--- src/source/rv32i_pkg.sv ---
package rv32i_pkg;

    typedef logic [31:0] rv32i_word;

    // Major opcodes that the core decodes. Anything else retires as a no-op.
    typedef enum logic [6:0] {
        op_imm = 7'b0010011,
        op_reg = 7'b0110011,
        lui    = 7'b0110111,
        auipc  = 7'b0010111,
        load   = 7'b0000011,
        store  = 7'b0100011
    } opcode_t;

    typedef enum logic [3:0] {
        alu_add,
        alu_sub,
        alu_sll,
        alu_slt,
        alu_sltu,
        alu_xor,
        alu_srl,
        alu_sra,
        alu_or,
        alu_and
    } alu_op_t;

    typedef enum logic [2:0] {
        lb  = 3'b000,
        lh  = 3'b001,
        lw  = 3'b010,
        lbu = 3'b100,
        lhu = 3'b101
    } load_funct3_t;

    typedef enum logic [2:0] {
        sb = 3'b000,
        sh = 3'b001,
        sw = 3'b010
    } store_funct3_t;

    typedef enum logic {
        idle,
        wait_ack
    } fetch_state_t;

    typedef enum logic {
        run,
        mem_wait
    } exec_state_t;

endpackage : rv32i_pkg

--- src/source/inst_stream_if.sv ---
`timescale 1ns/1ps

// A word moves when valid and ready are both high.
interface inst_stream_if;

    logic                 valid;
    logic                 ready;
    rv32i_pkg::rv32i_word pc;
    rv32i_pkg::rv32i_word ir;

    modport source (
        output valid,
        output pc,
        output ir,
        input  ready
    );

    modport sink (
        input  valid,
        input  pc,
        input  ir,
        output ready
    );

endinterface : inst_stream_if

--- src/source/fetch_unit.sv ---
`timescale 1ns/1ps

module fetch_unit #(
    parameter rv32i_pkg::rv32i_word RESET_PC = 32'h0000_0000
) (
    input  logic                 clk,
    input  logic                 rst_i,

    output rv32i_pkg::rv32i_word imem_adr_o,
    output logic                 imem_cyc_o,
    output logic                 imem_stb_o,
    input  rv32i_pkg::rv32i_word imem_dat_i,
    input  logic                 imem_ack_i,

    inst_stream_if.source        stream_o
);

    rv32i_pkg::fetch_state_t state_q;
    rv32i_pkg::rv32i_word    pc_q;
    rv32i_pkg::rv32i_word    ir_q;
    logic                    word_valid_q;
    logic                    moved;

    assign moved = stream_o.valid && stream_o.ready;

    // The program counter doubles as the address of the held word.
    always_ff @(posedge clk) begin
        if (rst_i) begin
            state_q      <= rv32i_pkg::idle;
            pc_q         <= RESET_PC;
            word_valid_q <= 1'b0;
        end else begin
            case (state_q)
                rv32i_pkg::idle: begin
                    if (!word_valid_q || moved)
                        state_q <= rv32i_pkg::wait_ack;
                end
                rv32i_pkg::wait_ack: begin
                    if (imem_ack_i) begin
                        state_q      <= rv32i_pkg::idle; // Bus drops the cycle after ack.
                        word_valid_q <= 1'b1;
                    end
                end
                default: state_q <= rv32i_pkg::idle;
            endcase
            if (moved) begin
                word_valid_q <= 1'b0;
                pc_q         <= pc_q + 32'd4;
            end
        end
    end

    always_ff @(posedge clk) begin
        if (state_q == rv32i_pkg::wait_ack && imem_ack_i)
            ir_q <= imem_dat_i;
    end

    assign imem_adr_o     = pc_q;
    assign imem_cyc_o     = (state_q == rv32i_pkg::wait_ack);
    assign imem_stb_o     = (state_q == rv32i_pkg::wait_ack);

    assign stream_o.valid = word_valid_q;
    assign stream_o.pc    = pc_q;
    assign stream_o.ir    = ir_q;

endmodule : fetch_unit

--- src/source/inst_queue.sv ---
`timescale 1ns/1ps

module inst_queue #(
    parameter int QUEUE_DEPTH = 4
) (
    input  logic          clk,
    input  logic          rst_i,

    inst_stream_if.sink   push_i,
    inst_stream_if.source pop_o
);

    localparam int IDX_W = $clog2(QUEUE_DEPTH);

    rv32i_pkg::rv32i_word pc_mem [QUEUE_DEPTH];
    rv32i_pkg::rv32i_word ir_mem [QUEUE_DEPTH];

    // One extra pointer bit tells a full queue from an empty one.
    logic [IDX_W:0] wr_ptr_q;
    logic [IDX_W:0] rd_ptr_q;
    logic           full;
    logic           empty;
    logic           do_push;
    logic           do_pop;

    assign empty = (wr_ptr_q == rd_ptr_q);
    assign full  = (wr_ptr_q[IDX_W] != rd_ptr_q[IDX_W]) &&
                   (wr_ptr_q[IDX_W-1:0] == rd_ptr_q[IDX_W-1:0]);

    assign do_push = push_i.valid && push_i.ready;
    assign do_pop  = pop_o.valid && pop_o.ready;

    always_ff @(posedge clk) begin
        if (rst_i) begin
            wr_ptr_q <= '0;
            rd_ptr_q <= '0;
        end else begin
            if (do_push)
                wr_ptr_q <= wr_ptr_q + 1'b1;
            if (do_pop)
                rd_ptr_q <= rd_ptr_q + 1'b1;
        end
    end

    always_ff @(posedge clk) begin
        if (do_push) begin
            pc_mem[wr_ptr_q[IDX_W-1:0]] <= push_i.pc;
            ir_mem[wr_ptr_q[IDX_W-1:0]] <= push_i.ir;
        end
    end

    assign push_i.ready = !full;
    assign pop_o.valid  = !empty; // Head is visible the cycle after its push.
    assign pop_o.pc     = pc_mem[rd_ptr_q[IDX_W-1:0]];
    assign pop_o.ir     = ir_mem[rd_ptr_q[IDX_W-1:0]];

endmodule : inst_queue

--- src/source/execute_unit.sv ---
`timescale 1ns/1ps

module execute_unit (
    input  logic                 clk,
    input  logic                 rst_i,

    inst_stream_if.sink          inst_i,

    output rv32i_pkg::rv32i_word dmem_adr_o,
    output rv32i_pkg::rv32i_word dmem_dat_o,
    output logic [3:0]           dmem_sel_o,
    output logic                 dmem_we_o,
    output logic                 dmem_cyc_o,
    output logic                 dmem_stb_o,
    input  rv32i_pkg::rv32i_word dmem_dat_i,
    input  logic                 dmem_ack_i
);

    rv32i_pkg::rv32i_word    regs [32];
    rv32i_pkg::exec_state_t  state_q;
    rv32i_pkg::opcode_t      opcode;
    rv32i_pkg::alu_op_t      alu_op;
    logic [2:0]              funct3;
    logic [6:0]              funct7;
    logic [4:0]              rs1, rs2, rd;
    rv32i_pkg::rv32i_word    i_imm, s_imm, u_imm;
    rv32i_pkg::rv32i_word    rs1_val, rs2_val, alu_b, alu_res;
    rv32i_pkg::rv32i_word    eff_addr, store_data, load_data, wr_data;
    logic [3:0]              store_sel;
    logic                    accept, is_mem, wr_en;
    logic [4:0]              wr_addr;

    // Held for the whole data-bus cycle.
    rv32i_pkg::rv32i_word    addr_q, wdata_q;
    logic [3:0]              sel_q;
    logic                    we_q;
    logic [4:0]              rd_q;
    logic [2:0]              funct3_q;

    assign opcode = rv32i_pkg::opcode_t'(inst_i.ir[6:0]);
    assign rd     = inst_i.ir[11:7];
    assign funct3 = inst_i.ir[14:12];
    assign rs1    = inst_i.ir[19:15];
    assign rs2    = inst_i.ir[24:20];
    assign funct7 = inst_i.ir[31:25];
    assign i_imm  = {{20{inst_i.ir[31]}}, inst_i.ir[31:20]};
    assign s_imm  = {{20{inst_i.ir[31]}}, inst_i.ir[31:25], inst_i.ir[11:7]};
    assign u_imm  = {inst_i.ir[31:12], 12'h000};

    assign rs1_val = (rs1 == 5'd0) ? '0 : regs[rs1];
    assign rs2_val = (rs2 == 5'd0) ? '0 : regs[rs2];

    assign accept   = inst_i.valid && inst_i.ready;
    assign is_mem   = (opcode == rv32i_pkg::load) || (opcode == rv32i_pkg::store);
    assign alu_b    = (opcode == rv32i_pkg::op_reg) ? rs2_val : i_imm;
    assign eff_addr = rs1_val + ((opcode == rv32i_pkg::store) ? s_imm : i_imm);

    always_comb begin
        case (funct3)
            3'b000: alu_op = (opcode == rv32i_pkg::op_reg && funct7[5]) ?
                             rv32i_pkg::alu_sub : rv32i_pkg::alu_add;
            3'b001: alu_op = rv32i_pkg::alu_sll;
            3'b010: alu_op = rv32i_pkg::alu_slt;
            3'b011: alu_op = rv32i_pkg::alu_sltu;
            3'b100: alu_op = rv32i_pkg::alu_xor;
            3'b101: alu_op = funct7[5] ? rv32i_pkg::alu_sra : rv32i_pkg::alu_srl;
            3'b110: alu_op = rv32i_pkg::alu_or;
            default: alu_op = rv32i_pkg::alu_and;
        endcase
    end

    always_comb begin
        case (alu_op)
            rv32i_pkg::alu_add:  alu_res = rs1_val + alu_b;
            rv32i_pkg::alu_sub:  alu_res = rs1_val - alu_b;
            rv32i_pkg::alu_sll:  alu_res = rs1_val << alu_b[4:0];
            rv32i_pkg::alu_slt:  alu_res = {31'b0, $signed(rs1_val) < $signed(alu_b)};
            rv32i_pkg::alu_sltu: alu_res = {31'b0, rs1_val < alu_b};
            rv32i_pkg::alu_xor:  alu_res = rs1_val ^ alu_b;
            rv32i_pkg::alu_srl:  alu_res = rs1_val >> alu_b[4:0];
            rv32i_pkg::alu_sra:  alu_res = $signed(rs1_val) >>> alu_b[4:0];
            rv32i_pkg::alu_or:   alu_res = rs1_val | alu_b;
            default:             alu_res = rs1_val & alu_b;
        endcase
    end

    // Store data moves to the byte lane picked by the low address bits.
    always_comb begin
        case (rv32i_pkg::store_funct3_t'(funct3))
            rv32i_pkg::sh: begin
                store_data = eff_addr[1] ? rs2_val << 16 : rs2_val;
                store_sel  = eff_addr[1] ? 4'b1100 : 4'b0011;
            end
            rv32i_pkg::sb: begin
                store_data = rs2_val << {eff_addr[1:0], 3'b000};
                store_sel  = 4'b0001 << eff_addr[1:0];
            end
            default: begin
                store_data = rs2_val;
                store_sel  = 4'b1111;
            end
        endcase
    end

    always_comb begin
        case (rv32i_pkg::load_funct3_t'(funct3_q))
            rv32i_pkg::lb:
                case (addr_q[1:0])
                    2'b00: load_data = {{24{dmem_dat_i[7]}}, dmem_dat_i[7:0]};
                    2'b01: load_data = {{24{dmem_dat_i[15]}}, dmem_dat_i[15:8]};
                    2'b10: load_data = {{24{dmem_dat_i[23]}}, dmem_dat_i[23:16]};
                    default: load_data = {{24{dmem_dat_i[31]}}, dmem_dat_i[31:24]};
                endcase
            rv32i_pkg::lbu:
                case (addr_q[1:0])
                    2'b00: load_data = {24'b0, dmem_dat_i[7:0]};
                    2'b01: load_data = {24'b0, dmem_dat_i[15:8]};
                    2'b10: load_data = {24'b0, dmem_dat_i[23:16]};
                    default: load_data = {24'b0, dmem_dat_i[31:24]};
                endcase
            rv32i_pkg::lh: load_data = addr_q[1] ?
                                       {{16{dmem_dat_i[31]}}, dmem_dat_i[31:16]} :
                                       {{16{dmem_dat_i[15]}}, dmem_dat_i[15:0]};
            rv32i_pkg::lhu: load_data = addr_q[1] ? {16'b0, dmem_dat_i[31:16]} :
                                                    {16'b0, dmem_dat_i[15:0]};
            default: load_data = dmem_dat_i;
        endcase
    end

    always_comb begin
        wr_en   = 1'b0;
        wr_addr = rd;
        wr_data = alu_res;
        if (accept) begin
            case (opcode)
                rv32i_pkg::op_imm, rv32i_pkg::op_reg: wr_en = 1'b1;
                rv32i_pkg::lui: begin
                    wr_en   = 1'b1;
                    wr_data = u_imm;
                end
                rv32i_pkg::auipc: begin
                    wr_en   = 1'b1;
                    wr_data = inst_i.pc + u_imm;
                end
                default: wr_en = 1'b0; // Memory ops write later, others are no-ops.
            endcase
        end else if (state_q == rv32i_pkg::mem_wait && dmem_ack_i && !we_q) begin
            wr_en   = 1'b1;
            wr_addr = rd_q;
            wr_data = load_data;
        end
    end

    always_ff @(posedge clk) begin
        if (rst_i) begin
            for (int i = 0; i < 32; i++)
                regs[i] <= '0;
        end else if (wr_en && wr_addr != 5'd0) begin
            regs[wr_addr] <= wr_data;
        end
    end

    always_ff @(posedge clk) begin
        if (rst_i) begin
            state_q <= rv32i_pkg::run;
            we_q    <= 1'b0;
        end else if (state_q == rv32i_pkg::run) begin
            if (accept && is_mem) begin
                state_q <= rv32i_pkg::mem_wait;
                we_q    <= (opcode == rv32i_pkg::store);
            end
        end else if (dmem_ack_i) begin
            state_q <= rv32i_pkg::run;
        end
    end

    always_ff @(posedge clk) begin
        if (accept && is_mem) begin
            addr_q   <= eff_addr;
            wdata_q  <= store_data;
            sel_q    <= (opcode == rv32i_pkg::store) ? store_sel : 4'b1111;
            rd_q     <= rd;
            funct3_q <= funct3;
        end
    end

    assign inst_i.ready = (state_q == rv32i_pkg::run);

    assign dmem_adr_o = addr_q;
    assign dmem_dat_o = wdata_q;
    assign dmem_sel_o = sel_q;
    assign dmem_we_o  = we_q;
    assign dmem_cyc_o = (state_q == rv32i_pkg::mem_wait);
    assign dmem_stb_o = (state_q == rv32i_pkg::mem_wait);

endmodule : execute_unit

--- src/source/rv32i_core.sv ---
`timescale 1ns/1ps

module rv32i_core #(
    parameter rv32i_pkg::rv32i_word RESET_PC    = 32'h0000_0000,
    parameter int                   QUEUE_DEPTH = 4
) (
    input  logic                 clk,
    input  logic                 rst_i,

    // Instruction bus, read only.
    output rv32i_pkg::rv32i_word imem_adr_o,
    output logic                 imem_cyc_o,
    output logic                 imem_stb_o,
    input  rv32i_pkg::rv32i_word imem_dat_i,
    input  logic                 imem_ack_i,

    // Data bus.
    output rv32i_pkg::rv32i_word dmem_adr_o,
    output rv32i_pkg::rv32i_word dmem_dat_o,
    output logic [3:0]           dmem_sel_o,
    output logic                 dmem_we_o,
    output logic                 dmem_cyc_o,
    output logic                 dmem_stb_o,
    input  rv32i_pkg::rv32i_word dmem_dat_i,
    input  logic                 dmem_ack_i
);

    inst_stream_if fetch_to_queue ();
    inst_stream_if queue_to_exec ();

    fetch_unit #(
        .RESET_PC (RESET_PC)
    ) u_fetch (
        .clk        (clk),
        .rst_i      (rst_i),
        .imem_adr_o (imem_adr_o),
        .imem_cyc_o (imem_cyc_o),
        .imem_stb_o (imem_stb_o),
        .imem_dat_i (imem_dat_i),
        .imem_ack_i (imem_ack_i),
        .stream_o   (fetch_to_queue.source)
    );

    inst_queue #(
        .QUEUE_DEPTH (QUEUE_DEPTH)
    ) u_queue (
        .clk    (clk),
        .rst_i  (rst_i),
        .push_i (fetch_to_queue.sink),
        .pop_o  (queue_to_exec.source)
    );

    execute_unit u_exec (
        .clk        (clk),
        .rst_i      (rst_i),
        .inst_i     (queue_to_exec.sink),
        .dmem_adr_o (dmem_adr_o),
        .dmem_dat_o (dmem_dat_o),
        .dmem_sel_o (dmem_sel_o),
        .dmem_we_o  (dmem_we_o),
        .dmem_cyc_o (dmem_cyc_o),
        .dmem_stb_o (dmem_stb_o),
        .dmem_dat_i (dmem_dat_i),
        .dmem_ack_i (dmem_ack_i)
    );

endmodule : rv32i_core

--- config.mk ---
export PLATFORM = sky130hd
export DESIGN_NAME = rv32i_core
export DESIGN_NICKNAME = d
export VERILOG_FILES = /design/src/source/rv32i_pkg.sv /design/src/source/inst_stream_if.sv /design/src/source/fetch_unit.sv /design/src/source/inst_queue.sv /design/src/source/execute_unit.sv /design/src/source/rv32i_core.sv
export SDC_FILE = /design/constraint.sdc
export NUM_CORES = 2
export LEC_CHECK = 0
export ABC_AREA = 1
export ABC_CLOCK_PERIOD_IN_PS = 10700
export BUFFER_PORTS_ARGS = -buffer_cell sky130_fd_sc_hd__buf_2
export CORE_MARGIN = 1
export CORE_UTILIZATION = 40
export DETAILED_ROUTE_END_ITERATION = 7
export SLEW_MARGIN = 20
export SYNTH_ARGS = -nofsm -noshare
export SYNTH_HDL_FRONTEND = slang
export SYNTH_HIERARCHICAL = 1
export SYNTH_SLANG_ARGS = --single-unit
--- constraint.sdc ---
create_clock -name clk -period 10.7 [get_ports clk]
set_input_delay 1.605 -clock clk [delete_from_list [all_inputs] [get_ports clk]]
set_output_delay 1.605 -clock clk [all_outputs]
set_load 0.02 [all_outputs]
==> flow_metrics.env <==
export IMPL_outcome="complete, no violations"
export IMPL_antenna_found_initial=9
export IMPL_r2r_setup_slack_ps=1190
export IMPL_grt_max_degree=219
export IMPL_synth_fa_ha_area_frac=0.02317
export IMPL_start_util=0.4042
export IMPL_rsz0062_at_grt="no"
export IMPL_period_share=0.8892
export IMPL_use_met1=0.4617
export IMPL_gr_usage_all_layers=0.3439
export IMPL_synth_top_cell_by_area="edfxtp_1"
export IMPL_drv_slew=0
export IMPL_dieHeight_um=465.9
export IMPL_cts_root_buffer="clkbuf_16"
export IMPL_syn2layout_area_growth_pct=8.827
export IMPL_fin_setup_tns_ps=0
export IMPL_drc=0
export IMPL_synthTopCellsByArea="edfxtp_1, nor2_1, o21ai_0, nand2_1, nand3_1"
export IMPL_clkTransAtPathRegs_ps=60
export IMPL_nNetsFinal=10310
export IMPL_crit_path_start_kind="flop"
export IMPL_syn_area_per_cell_um2=8.355
export IMPL_synth_top_area_frac=0.4843
export IMPL_layout_commonest_cell="nor2_1"
export IMPL_core_area_mm2=0.2129
export IMPL_tritoncts="done"
export IMPL_crit_fanout=57
export IMPL_syn_area_mm2=0.08607
export IMPL_fmax_mhz=105.1
export IMPL_die_w_um=465.9
export IMPL_die_area_mm2=0.2170
export IMPL_gr_max_usage_layer="met2"
export IMPL_yosysWarningCount=6
export IMPL_ios=173
export IMPL_setup_viol=0
export IMPL_vias_per_cell=6.257
export IMPL_wl_per_cell_um=29.52
export IMPL_slew_headroom=0.1210
export IMPL_yosysSeqAreaShare=0.4941
export IMPL_synth_async_reset_ratio=0
export IMPL_drive_gt1_frac=0.1014
export IMPL_ctsResizeCount=0
export IMPL_gp_congestion=1.038
export IMPL_skew_ps=82.49
export IMPL_synthSimpleGateAreaFrac=0.2417
export IMPL_clockBufferDepth=3
export IMPL_cts_buffers=160
export IMPL_hold_violations=0
export IMPL_num_vias=81610
export IMPL_synth_edf_count=1388
export IMPL_synth_compound_area_frac=0.1560
export IMPL_ctsHoldBuffers=0
export IMPL_end_kind="flop"
export IMPL_met3_usage=0.1006
export IMPL_synthXorXnorAreaFrac=0.004579
export IMPL_synth_top_family_by_area="simple AND/OR/NAND/NOR gates"
export IMPL_rr_endpoint="u_exec/regs[15][0]$_SDFFCE_PN0P_"
export IMPL_crit_type="flop to flop"
export IMPL_min_path_type="flop to flop"
export IMPL_htree_num_levels=4
export IMPL_rows=169
export IMPL_crit_required_ps=11220
export IMPL_crit_slowest_cell="inv_2"
export IMPL_drt_initial_drc_count=13250
export IMPL_cp_data_arrival_time_ps=10040
export IMPL_synthMuxAreaShare=0.001279
export IMPL_syn_inst=10300
export IMPL_wl_mm=385.1
export IMPL_grt_pass1_vias=75780
export IMPL_finalCriticalPeriod_ps=9515
export IMPL_grt_pass1_wl_mm=542.2
export IMPL_synthDistinctLibCells=69
export IMPL_ys_flop_type="edfxtp_1"
export IMPL_dp_hpwl_mm=248.4
export IMPL_tightestPinTransition_ps=1317
export IMPL_io_buffer_count=170
export IMPL_postCtsSetupRepairBufs=0
export IMPL_clock_sinks=1430
export IMPL_r2r_cells=30
export IMPL_crit_path_max_incr_delay_ps=950
export IMPL_mostFrequentLayoutCells="nor2_1, edfxtp_1, nand2_1"
export IMPL_cap_viol_max_count=0
export IMPL_grt_use_met2=0.4938
export IMPL_grt_overflow=0
export IMPL_first_pass_iters=7
export IMPL_ant_nets=0
export IMPL_crit_path_end="u_exec/regs[15][0]$_SDFFCE_PN0P_"
export IMPL_yosys_register_bits=1430
export IMPL_clkLatencyLatePin_ps=890
==> per-stage QoR <==
step / util / hold slack, ps / std cells / area, um2 / setup slack [ps]
after global routing: 0.4398 / 514.4 / 13040 / 93650 / 1015
after global placement: 0.4155 / 475.6 / 12740 / 88470 / 1705
final: 0.4399 / 498.4 / 13040 / 93660 / 1185
after floorplan: - / 458.7 / 10340 / 86190 / 5126
after detailed placement: 0.4155 / 490.1 / 12740 / 88470 / 1705
after CTS: 0.4398 / 506.6 / 13040 / 93650 / 1605
==> synthesized netlist by cell type (all sizes together) (3+ instances only) <==
cell type and n:
nor2 2327, mux2i 11, or2 36, o211ai 224
inv 555, edfxtp 1388, buf 493, o21a 3
a2bb2oi 27, nor3b 4, fa 4, nor3 47
o21ai 1275, a21boi 8, o221ai 133, o22ai 111
dfxtp 42, clkbuf 349, o21bai 11, nand3 1011
o221a 3, a2111oi 4, a221oi 14, xor2 37
a21oi 474, o2111ai 7, and2 3, nor4 7
xnor2 8, nand2 1403, a211oi 10, nand3b 7
ha 153, o31ai 13, a21o 7, a31oi 26
clkinv 7, nand4 47
==> sequential cells by signal (all words and copies together), names as in the netlist, 5 cells and up, named ones only <==
register	cells
u_exec/dmem_adr_o	32
u_exec/dmem_dat_o	32
u_exec/rd_q	5
u_exec/regs	1024
u_fetch/imem_adr_o	30
u_fetch/stream_o.ir	32
u_queue/ir_mem	128
u_queue/pc_mem	128
==> layout make-up <==
cell class	count	area (um2)
Antenna cell	6	15.01
Clock buffer	192	4124
Tap cell	2821	3530
Clock inverter	100	1049
Timing Repair Buffer	430	3090
Fill cell	20570	119300
Multi-Input combinational cell	7501	37170
Sequential cell	1430	42530
Inverter	562	2163
==> cell families (layout without fill, tap and decap cells) <==
kind of cell | Yosys count | in the layout
mux | 11 | 11
fa+ha+maj | 157 | 157
xor+xnor | 45 | 45
simple gates | 4895 | 4895
other cells | 2 | 42
compound gates | 2357 | 2357
buf+inv | 1404 | 1284
flops | 1430 | 1430
==> worst min-delay path by stage <==
stage                                 startpoint                               to  slack, ps  depth (start not counted)
6_report       u_fetch/stream_o.ir[30]$_DFFE_PP_  u_queue/ir_mem[0][30]$_DFFE_PP_        500                          0
5_1_grt        u_fetch/stream_o.ir[31]$_DFFE_PP_  u_queue/ir_mem[0][31]$_DFFE_PP_        510                          0
4_1_cts        u_fetch/stream_o.ir[29]$_DFFE_PP_  u_queue/ir_mem[1][29]$_DFFE_PP_        510                          0
3_5_place_dp   u_fetch/stream_o.ir[29]$_DFFE_PP_  u_queue/ir_mem[1][29]$_DFFE_PP_        490                          0
3_3_place_gp    u_fetch/stream_o.ir[0]$_DFFE_PP_   u_queue/ir_mem[0][0]$_DFFE_PP_        480                          0
2_1_floorplan   u_fetch/stream_o.ir[0]$_DFFE_PP_   u_queue/ir_mem[0][0]$_DFFE_PP_        460                          0
==> critical path: cells and delay by family (launching register included) <==
kind                       cells  cell delay (ps)
DFF                            1              400
and+or+nand+nor               16             3480
adders and majority gates      1              400
buffers and inverters          7             2870
AOI/OAI and AO/OA              6             1870
==> per-layer routing <==
metal,part of all wire,routed length [um],vias up
li1,-,-,35120
met1,0.39,150000,39250
met2,0.41,158300,6090
met3,0.13,51910,1144
met4,0.064,24470,6
met5,0.00088,337,-
Power is left out: the tool's default activity adds up to more than one toggle a clock period on the data nets, which glitch-free logic cannot reach.
